===== config.mk =====
export PLATFORM = sky130hd
export DESIGN_NAME = wb_addr_decode
export DESIGN_NICKNAME = d
export VERILOG_FILES = /design/src/soc_pkg.sv /design/src/wb_addr_decode.sv
export SDC_FILE = /design/constraint.sdc
export NUM_CORES = 1
export LEC_CHECK = 0
export ABC_AREA = 1
export BUFFER_PORTS_ARGS = -buffer_cell sky130_fd_sc_hd__buf_2
export CORE_AREA = 8 8 45 47
export DETAILED_ROUTE_END_ITERATION = 6
export DIE_AREA = 0 0 53 55
export PLACE_DENSITY = 0.61
export SYNTH_ARGS = -nofsm -noshare
export SYNTH_HDL_FRONTEND = slang
export SYNTH_SLANG_ARGS = --single-unit

===== constraint.sdc =====
create_clock -name sys_clk -period 0.8 [get_ports sys_clk]
set_input_delay 0.12 -clock sys_clk [delete_from_list [all_inputs] [get_ports sys_clk]]
set_output_delay 0.12 -clock sys_clk [all_outputs]
set_load 0.005 [all_outputs]

===== src/soc_pkg.sv =====
// shared constants for the bus backbone
// region codes, bus widths, csr register map and the address word views
// import with soc_pkg::* in the module header

package soc_pkg;

	// ------------------------------
	// bus widths
	// ------------------------------
	localparam int WB_ADDR_W = 32;
	localparam int WB_DATA_W = 32;
	localparam int WB_SEL_W = 4;
	localparam int BYTE_LANE_W = 2;

	// region field sits in adr[30:28], bit 31 ignored
	localparam int REGION_W = 3;
	localparam logic [REGION_W-1:0] REGION_RAM = 3'd0;
	// csr matched on the top two region bits, 6 and 7
	localparam logic [REGION_W-1:0] REGION_CSR = 3'd6;

	// block ram, 2048 words
	localparam int RAM_ADDR_W = 11;
	// null page is the first 1024 words
	localparam int NULL_PAGE_W = 10;
	localparam int RAM_PAD_W = WB_ADDR_W - 1 - REGION_W - RAM_ADDR_W - BYTE_LANE_W;

	// ------------------------------
	// csr bus
	// ------------------------------
	localparam int CSR_BANK_W = 4;
	localparam int CSR_REG_W = 8;
	localparam int CSR_ADR_W = CSR_BANK_W + CSR_REG_W;
	localparam int CSR_PAD_W = WB_ADDR_W - 1 - REGION_W - CSR_ADR_W - BYTE_LANE_W;
	localparam logic [CSR_BANK_W-1:0] SYSCTL_BANK = 4'd1;

	// bridge fsm states
	localparam int BRG_ST_W = 2;
	localparam logic [BRG_ST_W-1:0] BRG_IDLE = 2'd0;
	localparam logic [BRG_ST_W-1:0] BRG_READ = 2'd1;
	localparam logic [BRG_ST_W-1:0] BRG_ACK = 2'd2;
	localparam logic [BRG_ST_W-1:0] BRG_DONE = 2'd3;

	// reset hold after the last trigger
	localparam int RST_HOLD_CYCLES = 16;
	localparam int RST_CNT_W = $clog2(RST_HOLD_CYCLES + 1);

	// ------------------------------
	// system controller map
	// ------------------------------
	localparam logic [WB_DATA_W-1:0] SYSCTL_SYSTEM_ID = 32'h534F_4331;
	// bit 0 bram, bit 1 bus errors, bit 2 gpio irq
	localparam logic [WB_DATA_W-1:0] SYSCTL_CAPABILITIES = 32'h0000_0007;
	localparam logic [CSR_REG_W-1:0] REG_GPIO_IN = 8'd0;
	localparam logic [CSR_REG_W-1:0] REG_GPIO_OUT = 8'd1;
	localparam logic [CSR_REG_W-1:0] REG_IRQ_PENDING = 8'd2;
	localparam logic [CSR_REG_W-1:0] REG_CONTROL = 8'd3;
	localparam logic [CSR_REG_W-1:0] REG_CAPABILITIES = 8'd4;
	localparam logic [CSR_REG_W-1:0] REG_SYSTEM_ID = 8'd5;
	localparam int CTRL_BUS_ERR_EN_BIT = 0;
	localparam int CTRL_HARD_RESET_BIT = 1;
	localparam int N_BUTTONS = 3;

	// one address word, read as a ram or a csr access
	typedef union packed {
		struct packed {
			logic msb;
			logic [REGION_W-1:0] region;
			logic [RAM_PAD_W-1:0] unused;
			logic [RAM_ADDR_W-1:0] word;
			logic [BYTE_LANE_W-1:0] lane;
		} ram;
		struct packed {
			logic msb;
			logic [REGION_W-1:0] region;
			logic [CSR_PAD_W-1:0] unused;
			logic [CSR_BANK_W-1:0] bank;
			logic [CSR_REG_W-1:0] idx;
			logic [BYTE_LANE_W-1:0] lane;
		} csr;
	} wb_addr_t;

endpackage

===== src/wb_addr_decode.sv =====
// wishbone address decoder, the decode stage of the bus
// routes stb to the ram or the csr bridge from adr[30:28]
// acks unmapped regions itself and flags null-page ram hits

`timescale 1ns/100ps

module wb_addr_decode
	import soc_pkg::*;
(
	input  logic     sys_clk,
	input  logic     sys_rst_i,
	input  wb_addr_t wb_adr_i,
	input  logic     wb_cyc_i,
	input  logic     wb_stb_i,
	output logic     ram_stb_o,
	output logic     csr_stb_o,
	output logic     sel_csr_o,
	output logic     unmapped_ack_o,
	output logic     null_hit_o
);

	logic req;
	logic hit_ram;
	logic hit_csr;
	logic in_null_page;

	assign req = wb_cyc_i & wb_stb_i;

	// ------------------------------
	// region match
	// ------------------------------
	// msb not looked at, so 0x8xxxxxxx shadows 0x0xxxxxxx
	assign hit_ram = wb_adr_i.ram.region == REGION_RAM;
	// csr owns regions 6 and 7
	assign hit_csr = wb_adr_i.csr.region[REGION_W-1:1] == REGION_CSR[REGION_W-1:1];

	assign ram_stb_o = req & hit_ram;
	assign csr_stb_o = req & hit_csr;
	// steers the read data, master holds adr until ack
	assign sel_csr_o = hit_csr;

	// first 1024 words, no alias bits set
	assign in_null_page = (wb_adr_i.ram.unused == '0)
		&& (wb_adr_i.ram.word[RAM_ADDR_W-1:NULL_PAGE_W] == '0);

	// ------------------------------
	// unmapped ack and null flag
	// ------------------------------
	always_ff @(posedge sys_clk) begin
		if (sys_rst_i) begin
			unmapped_ack_o <= 1'b0;
			null_hit_o <= 1'b0;
		end else begin
			// one ack per request, stb still high in the ack cycle
			unmapped_ack_o <= req & ~hit_ram & ~hit_csr & ~unmapped_ack_o;
			// lines up with the ram ack one cycle later
			null_hit_o <= ram_stb_o & in_null_page;
		end
	end

	// address must not move while one request is open
	a_adr_stable: assert property (@(posedge sys_clk) disable iff (sys_rst_i)
		req && $past(req) |-> $stable(wb_adr_i));

endmodule


==> results.json, run 1 <==
{
  "status": "complete, no violations",
  "syn_area_um2": 164,
  "ys_types": 10,
  "finalSetupViolations": 0,
  "maxCapViolations": 0,
  "post-place-ws_ps": 33.4,
  "fin_crit_sh_pct": 95.4,
  "finalMaxSlewViolations": 0,
  "p_sw_mw": 0.0941,
  "cts_buffers": 3,
  "post_cts_resized": 0,
  "grt-ovfl-total": 0,
  "hold_violations": 0,
  "place_inst": 72,
  "total_power_mw": 0.418,
  "rr_endpoint": "unmapped_ack_o",
  "slew_headroom_pct": 89.4,
  "ir_drop_mv": 0.283,
  "whs_endpoint": "null_hit_o",
  "clock_path_buffers": 2,
  "crit_slowest_cell": "dfxtp_1",
  "tightestPinTransition_ps": 158,
  "cts.sinks": 2,
  "drive_gt1_share_pct": 57.6,
  "antenna_found_initial": 0,
  "path_cells": "buf_2",
  "rows": 14,
  "final_cell_mix": "27 x buf_2, 12 x nor2_1, 8 x nand2_1, 3 x clkbuf_4, 2 x dfxtp_1",
  "synthCells": 29,
  "synthesis.area_per_instance_um2": 5.65,
  "post_drt_wl_per_cell_um": 8.76,
  "clock_latency_ps": 220,
  "synth_area_leader_cell": "nor2_1",
  "finalCriticalPeriod_ps": 763,
  "fp.dieW_um": 53,
  "via_count": 253,
  "path_delay_family": "flip-flops",
  "crit_fanout": 2,
  "rrSetupSlack_ps": 80,
  "gp_routability_congestion": 0.695,
  "required_ps": 680,
  "grt_pass1_vias": 299,
  "port-buffer-count": 27,
  "yosys_warnings": 0,
  "ant_nets": 0,
  "max_freq_mhz": 1310,
  "synthTopCellsByArea": "nor2_1 27%, dfxtp_1 24%, nand2_1 18%",
  "track_usage_pct": 5.07,
  "multi_input_area_um2": 116,
  "grt_pass1_wl_um": 1060,
  "hp-class": "in -> reg",
  "place_area_um2": 319,
  "syn_to_final_growth_pct": 108,
  "final_cells": 75,
  "die_h_um": 55,
  "cp.arrival_ps": 640,
  "synthesis.nets": 65,
  "die_area_mm2": 0.00292,
  "viasPerCell": 3.37,
  "drt_iter0_drc": 2,
  "core_mm2": 0.00138,
  "setup.worst_path.class": "reg -> out",
  "switching_share_pct": 22.5,
  "r2r-start": "unmapped_ack_o",
  "fillerInstances": 163,
  "clkTransAtPathRegs_ps": 30,
  "io_pins": 41,
  "combPwrFrac_pct": 22.4,
  "ys_seq_area_share_pct": 24.4,
  "p_int_mw": 0.324,
  "p_per_area_mw_per_mm2": 1220,
  "start_util_pct": 11.8,
  "worst_slack_ps": 37.1,
  "crit_start": "unmapped_ack_o",
  "synth_seq_cells": 2,
  "drc": 0,
  "skew_ps": 0,
  "cts-root-buf": "clkbuf_4",
  "p_clk_share_pct": 52.9,
  "cp.depth": 1,
  "first_pass_iters": 2,
  "start_kind": "register",
  "n_antenna_cell": 0,
  "htree_levels": 1,
  "post_cts_buffers": 0,
  "cp-end-kind": "primary output",
  "critPathMaxStageDelay_ps": 310,
  "grt_max_degree": 4,
  "cts_hold_buffers": 0,
  "rsz0062_at_grt": "yes",
  "min_from": "wb_adr_i[12]",
  "synth_top_cell_area_share_pct": 27.5,
  "holdPathStages": 4,
  "mostFrequentLayoutCell": "buf_2",
  "r2r_cells": 3,
  "final_nets": 97,
  "regArea_um2": 40.0,
  "path_buf_inv": 1,
  "p_seq_share_pct": 24.7,
  "cts_tree": "built",
  "p_leak_nw": 0.197,
  "wirelength_um": 657,
  "fin_area_um2": 342
}
-- worst max-delay path by stage --
| stage | to |
|---|---|
| detailed placement | null_hit_o |
| finish | unmapped_ack_o |
| floorplan | unmapped_ack_o |
| global route | unmapped_ack_o |
| CTS | unmapped_ack_o |
| global placement | null_hit_o |
-- stage by stage --
step	util, %	hold WS, ps	setup TNS, ps
6_report	24.7	143	0
5_1_grt	24.7	165	-13.8
4_1_cts	24.7	137	0
3_5_place_dp	23.1	374	0
3_3_place_gp	23.1	376	0
2_1_floorplan	-	255	0
-- cells in the mapped netlist --
| library cell | count |
|---|---|
| nor2_2 | 1 |
| or2_0 | 1 |
| inv_1 | 1 |
| nor3b_2 | 1 |
| dfxtp_1 | 2 |
| nand2_4 | 1 |
| inv_2 | 1 |
| nor2_1 | 12 |
| nor3_1 | 1 |
| nand2_1 | 8 |
-- layout make-up --
cell class / count / share of cell area [%]
clock buffer: 3 / 6.59
inverter: 2 / 2.20
multi-input combinational: 25 / 34.1
sequential: 2 / 11.7
tap: 16 / 5.86
timing repair buffer: 27 / 39.6
-- sequential cells by signal, summed over array words and instances, names as in the netlist --
| name | cells |
|---|---|
| unmapped_ack_o | 1 |
| null_hit_o | 1 |
-- cell families after synthesis --
logic type / after synthesis / synth area share, %
AND/OR/NAND/NOR: 25 / 71.0
flip-flops: 2 / 24.4
buffers and inverters: 2 / 4.58
-- worst register-to-register path: cells and delay by family (launching register included) --
| family | cells | cell delay [ps] |
|---|---|---|
| simple gates | 3 | 360 |
| flops | 1 | 290 |
-- power by group through the flow --
stage               Clock [mW]  Combinational, mW  Sequential (mW)
detailed placement           0             0.0949            0.104
floorplan                    0             0.0300            0.105
CTS                      0.237             0.0953            0.103
finish                   0.221             0.0935            0.103
global route             0.251              0.108            0.103
global placement             0             0.0928            0.104
-- routing by layer --
layer  track usage (%)  part of all wire [%]  vias to the layer above
met4              5.17                     0                        0
met5                 0                     0                        -
met2              6.45                    41                       17
met1              5.30                    41                       87
met3              3.48                    17                        0
li1                  -                     -                      149
Power figures use the tool's default switching activity.
==> run 2, diff against run 1 <==
--- a/config.mk
+++ b/config.mk
@@ -5,12 +5,11 @@
 export SDC_FILE = /design/constraint.sdc
 export NUM_CORES = 1
 export LEC_CHECK = 0
-export ABC_AREA = 1
 export BUFFER_PORTS_ARGS = -buffer_cell sky130_fd_sc_hd__buf_2
 export CORE_AREA = 8 8 45 47
 export DETAILED_ROUTE_END_ITERATION = 6
 export DIE_AREA = 0 0 53 55
-export PLACE_DENSITY = 0.61
+export PLACE_DENSITY = 0.58
 export SYNTH_ARGS = -nofsm -noshare
 export SYNTH_HDL_FRONTEND = slang
 export SYNTH_SLANG_ARGS = --single-unit
==> run 2 against run 1 <==
The run now ends with negative setup slack left. Register-to-register slack improved by 80 ps. Sequential cell count is the same. Clock skew did not move. Sequential share of layout area up 0.50 points. Die area unchanged. Critical path type is now in -> out. Synthesized area decreased by 20%. Largest power group unchanged.
==> results.json, run 2 <==
{
  "finalSetupViolations": 2,
  "required_ps": 680,
  "final_cells": 63,
  "grt_max_degree": 4,
  "setup.worst_path.class": "in -> out",
  "crit_start": "wb_adr_i[30]",
  "synth.most_common_cell": "nor4_1",
  "clock_latency_ps": 220,
  "reg.largest.list": "null_hit_o: 1 flops, unmapped_ack_o: 1 flops",
  "port-buffer-count": 27,
  "synthesis.nets": 52,
  "drc": 0,
  "grt-ovfl-total": 0,
  "ys_seq_area_share_pct": 30.5,
  "hold_violations": 0,
  "syn_to_final_growth_pct": 157,
  "synth_area_leader_cell": "dfxtp_1",
  "die_area_mm2": 0.00292,
  "synth-async-reset-ratio_pct": 0,
  "endpoint": "ram_stb_o",
  "slew_headroom_pct": 83.1,
  "synthCells": 16,
  "multi_input_area_um2": 98.8,
  "skew_ps": 0,
  "post_drt_wl_per_cell_um": 11.0,
  "p_leak_nw": 0.179,
  "fin_crit_sh_pct": 113,
  "synth_edf_count": 0,
  "drive_gt1_share_pct": 78.7,
  "rrSetupSlack_ps": 160,
  "tns_ps": -138,
  "synthTopCellsByArea": "dfxtp_1 30%, nor4_1 19%, nor4_2 9.5%",
  "r2r_cells": 2,
  "die_h_um": 55,
  "cts-root-buf": "clkbuf_4",
  "synth_top_cell_area_share_pct": 30.5,
  "finalCriticalPeriod_ps": 905,
  "rr_endpoint": "unmapped_ack_o",
  "htree_levels": 1,
  "fillerInstances": 163,
  "rsz0062_at_grt": "yes",
  "status": "finished, violations left",
  "place_inst": 59,
  "synthesis.area_per_instance_um2": 8.21,
  "synth_seq_cells": 2,
  "final_cell_mix": "25 x buf_2, 4 x nor4_1, 3 x clkbuf_4, 2 x nor2_1, 2 x buf_6",
  "synthTopCellsByCount": "4 x nor4_1, 3 x nor2_1, 2 x dfxtp_1",
  "syn_area_um2": 131,
  "n_antenna_cell": 0,
  "maxCapViolations": 0,
  "gp_routability_congestion": 0.573,
  "r2r-start": "unmapped_ack_o",
  "clock_path_buffers": 2,
  "rows": 14,
  "first_pass_iters": 4,
  "start_kind": "input pin",
  "clkTransAtPathRegs_ps": 30,
  "total_power_mw": 0.418,
  "drt_iter0_drc": 6,
  "viasPerCell": 3.83,
  "io_pins": 41,
  "violations": "negative setup slack",
  "ys_types": 10,
  "tightestPinTransition_ps": 251,
  "cts_tree": "built",
  "core_mm2": 0.00138,
  "cts.sinks": 2,
  "track_usage_pct": 4.91,
  "worst_slack_ps": -105,
  "hp-class": "in -> reg",
  "crit_fanout": 2,
  "regArea_um2": 41.3,
  "fp.dieW_um": 53,
  "antenna_found_initial": 0,
  "max_freq_mhz": 1110,
  "cts_hold_buffers": 0,
  "cp-end-kind": "primary output",
  "ant_nets": 0,
  "cp.arrival_ps": 780,
  "wirelength_um": 692,
  "start_util_pct": 9.49,
  "p_per_area_mw_per_mm2": 1240,
  "yosys_warnings": 0,
  "final_nets": 85,
  "grt_pass1_wl_um": 979,
  "grt_pass1_vias": 242,
  "cts_buffers": 3,
  "finalMaxSlewViolations": 0,
  "ys.flop_type": "dfxtp_1",
  "utilization_pct": 24.4,
  "place_area_um2": 287,
  "hpwl_um": 641,
  "mostFrequentLayoutCell": "buf_2",
  "via_count": 241,
  "fin_area_um2": 338,
  "ir_drop_mv": 0.205
}
## run 2: what timing repair did
action | 4_1_cts | 5_1_grt
gates resized for setup | 1 | 4
pin swaps | 2 | 2
setup buffers | 1 | 0
endpoints found under the setup margin | 2 | 3
## run 2: worst min path at each step
stage,cells after the start,to,from
3_5_place_dp,2,null_hit_o,sys_rst_i
6_report,2,null_hit_o,sys_rst_i
3_3_place_gp,2,null_hit_o,sys_rst_i
5_1_grt,2,null_hit_o,sys_rst_i
2_1_floorplan,1,null_hit_o,sys_rst_i
4_1_cts,2,null_hit_o,sys_rst_i
## run 2: critical path: stages
cell	delay, ps
buf_6	90
or3_4	390
nor2_4	80
buf_2	110
## run 2: cell families (layout without fill, tap and decap cells)
kind of cell           Yosys count  count (layout)  share of synthesized area (%)
DFF                              2               2                           30.5
and+or+nand+nor                 14              14                           69.5
buffers and inverters            0              31                              0
## run 2: cell type report
cell class / instances / share of cell area (%)
sequential: 2 / 12.2
timing repair buffer: 28 / 45.9
clock buffer: 3 / 6.67
multi-input combinational: 14 / 29.3
tap: 16 / 5.93
## run 2: metrics by stage
stage               worst slack [ps]  hold WS [ps]
floorplan                       18.8           191
global placement                -141           318
detailed placement              -137           319
CTS                             -119          78.6
global route                    -140          78.6
finish                          -105          88.3
## run 2: power by group
part | switching [mW] | leakage (nW) | total, mW | internal [mW]
registers | 0.000823 | 0.0166 | 0.104 | 0.103
clock network | 0.0557 | 0.0138 | 0.221 | 0.165
logic | 0.0325 | 0.149 | 0.0933 | 0.0608
## run 2: per-layer routing
layer	share of wire (%)	GRT usage, %	up-vias
met1	24	3.03	109
met2	65	9.18	7
li1	-	-	125
met5	0	0	-
met3	10	2.94	0
met4	0	5.17	0
==> run 3, diff against run 2 <==
--- a/config.mk
+++ b/config.mk
@@ -5,11 +5,12 @@
 export SDC_FILE = /design/constraint.sdc
 export NUM_CORES = 1
 export LEC_CHECK = 0
+export ABC_AREA = 1
 export BUFFER_PORTS_ARGS = -buffer_cell sky130_fd_sc_hd__buf_2
 export CORE_AREA = 8 8 45 47
 export DETAILED_ROUTE_END_ITERATION = 6
 export DIE_AREA = 0 0 53 55
-export PLACE_DENSITY = 0.58
+export PLACE_DENSITY = 0.61
 export SYNTH_ARGS = -nofsm -noshare
 export SYNTH_HDL_FRONTEND = slang
 export SYNTH_SLANG_ARGS = --single-unit
==> constraint.sdc (replaced) <==
create_clock -name sys_clk -period 0.8 [get_ports sys_clk]
set_input_delay 0.12 -clock sys_clk [delete_from_list [all_inputs] [get_ports sys_clk]]
set_output_delay 0.12 -clock sys_clk [all_outputs]
set_load 0.01 [all_outputs]
==> run 3 against run 2 <==
Clock skew stayed put. Hold slack better by 54 ps. Die area stayed put. First-iteration DRC count is 67% lower. Sequential share of layout area is 0.72 points lower. Sequential power hardly changed. The run now ends clean. Critical path depth is 3 lower. Register-to-register slack worse by 120 ps. Largest power group unchanged. Critical path type is now reg -> out. Sequential cell count stayed put. Worst setup slack better by 130 ps. Largest cell class unchanged.
==> results.json, run 3 (synthesis gave the netlist of run 1 again) <==
{
  "reg.largest.list": "null_hit_o: 1 flops, unmapped_ack_o: 1 flops",
  "cts_hold_buffers": 0,
  "utilization_pct": 25.9,
  "cp.arrival_ps": 650,
  "path_cells": "buf_2",
  "cp-end-kind": "primary output",
  "path_buf_inv": 1,
  "slew_headroom_pct": 89.5,
  "post_drt_wl_per_cell_um": 8.80,
  "gp_routability_congestion": 0.695,
  "final_cell_mix": "26 x buf_2, 11 x nor2_1, 8 x nand2_1, 3 x clkbuf_4, 2 x nor2_2",
  "fillerInstances": 162,
  "use_met2_pct": 6.45,
  "clkTransAtPathRegs_ps": 30,
  "rsz0062_at_grt": "yes",
  "fp.dieW_um": 53,
  "regArea_um2": 41.3,
  "setup.worst_path.class": "reg -> out",
  "rows": 14,
  "finalCriticalPeriod_ps": 771,
  "wirelength_um": 669,
  "die_h_um": 55,
  "use_met1_pct": 5.30,
  "syn_to_final_growth_pct": 119,
  "io_pins": 41,
  "final_nets": 98,
  "cts_buffers": 3,
  "start_kind": "register",
  "port-buffer-count": 27,
  "tns_ps": 0,
  "drt_iter0_drc": 2,
  "grt_pass1_vias": 299,
  "ir_drop_mv": 0.304,
  "via_count": 259,
  "critPathMaxStageDelay_ps": 300,
  "path_delay_family": "flip-flops",
  "use_met3_pct": 3.48,
  "maxCapViolations": 0,
  "p_per_area_mw_per_mm2": 1190,
  "skew_ps": 0,
  "place_area_um2": 319,
  "ant_nets": 0,
  "p_leak_nw": 0.205,
  "htree_levels": 1,
  "start_util_pct": 11.8,
  "antenna_found_initial": 0,
  "crit_slowest_cell": "dfxtp_2",
  "clock_path_buffers": 2,
  "cts.sinks": 2,
  "cts_tree": "built",
  "n_antenna_cell": 0,
  "hp-class": "in -> reg",
  "status": "complete, no violations",
  "track_usage_pct": 5.07,
  "cts-root-buf": "clkbuf_4",
  "fin_area_um2": 359,
  "core_mm2": 0.00138,
  "max_freq_mhz": 1300,
  "multi_input_area_um2": 119,
  "drc": 0,
  "drive_gt1_share_pct": 61.7,
  "grt-busiest-layer": "met2",
  "grt_max_degree": 4,
  "finalSetupViolations": 0,
  "required_ps": 680,
  "grt-ovfl-total": 0,
  "mostFrequentLayoutCell": "buf_2",
  "tightestPinTransition_ps": 157,
  "grt_pass1_wl_um": 1060,
  "finalMaxSlewViolations": 0,
  "fin_crit_sh_pct": 96.4,
  "viasPerCell": 3.41,
  "die_area_mm2": 0.00292,
  "hold_violations": 0,
  "clock_latency_ps": 220,
  "crit_fanout": 2,
  "first_pass_iters": 2
}
[run 3: worst paths after layout]
| path | startpoint | endpoint | slack [ps] | depth (start not counted) |
|---|---|---|---|---|
| max | unmapped_ack_o | unmapped_ack_o | 30 | 1 |
| min | wb_adr_i[12] | null_hit_o | 140 | 4 |
| max reg2reg | unmapped_ack_o | unmapped_ack_o | 40 | 3 |
| min reg2reg | unmapped_ack_o | unmapped_ack_o | 510 | 3 |
[run 3: area by class of cell]
class | count | area share (%)
Timing Repair Buffer | 28 | 41.5
Multi-Input combinational cell | 25 | 33.1
Sequential cell | 2 | 11.5
Clock buffer | 3 | 6.27
Tap cell | 16 | 5.57
Inverter | 2 | 2.09
[run 3: repair_timing]
item	4_1_cts	5_1_grt
gates resized for setup	0	3
setup endpoints to repair	0	2
buffers inserted	0	1
[run 3: report_power, final]
part	switching, mW	internal (mW)
combinational	0.0423	0.0604
clock	0.0547	0.165
sequential	0.000671	0.103
[run 3: metrics by stage]
stage / total power, mW / hold slack [ps] / setup WS, ps / instances
2_1_floorplan: 0.137 / 255 / 128 / 29
3_3_place_gp: 0.200 / 376 / 49.1 / 72
3_5_place_dp: 0.202 / 374 / 33.4 / 72
4_1_cts: 0.438 / 137 / 10.2 / 75
5_1_grt: 0.470 / 160 / -9.47 / 76
6_report: 0.426 / 143 / 28.9 / 76
[run 3: routing by layer]
metal | wire (um) | part of all wire, %
met2 | 280 | 42
met4 | 0 | 0
met1 | 273 | 41
met3 | 114 | 17
met5 | 0 | 0
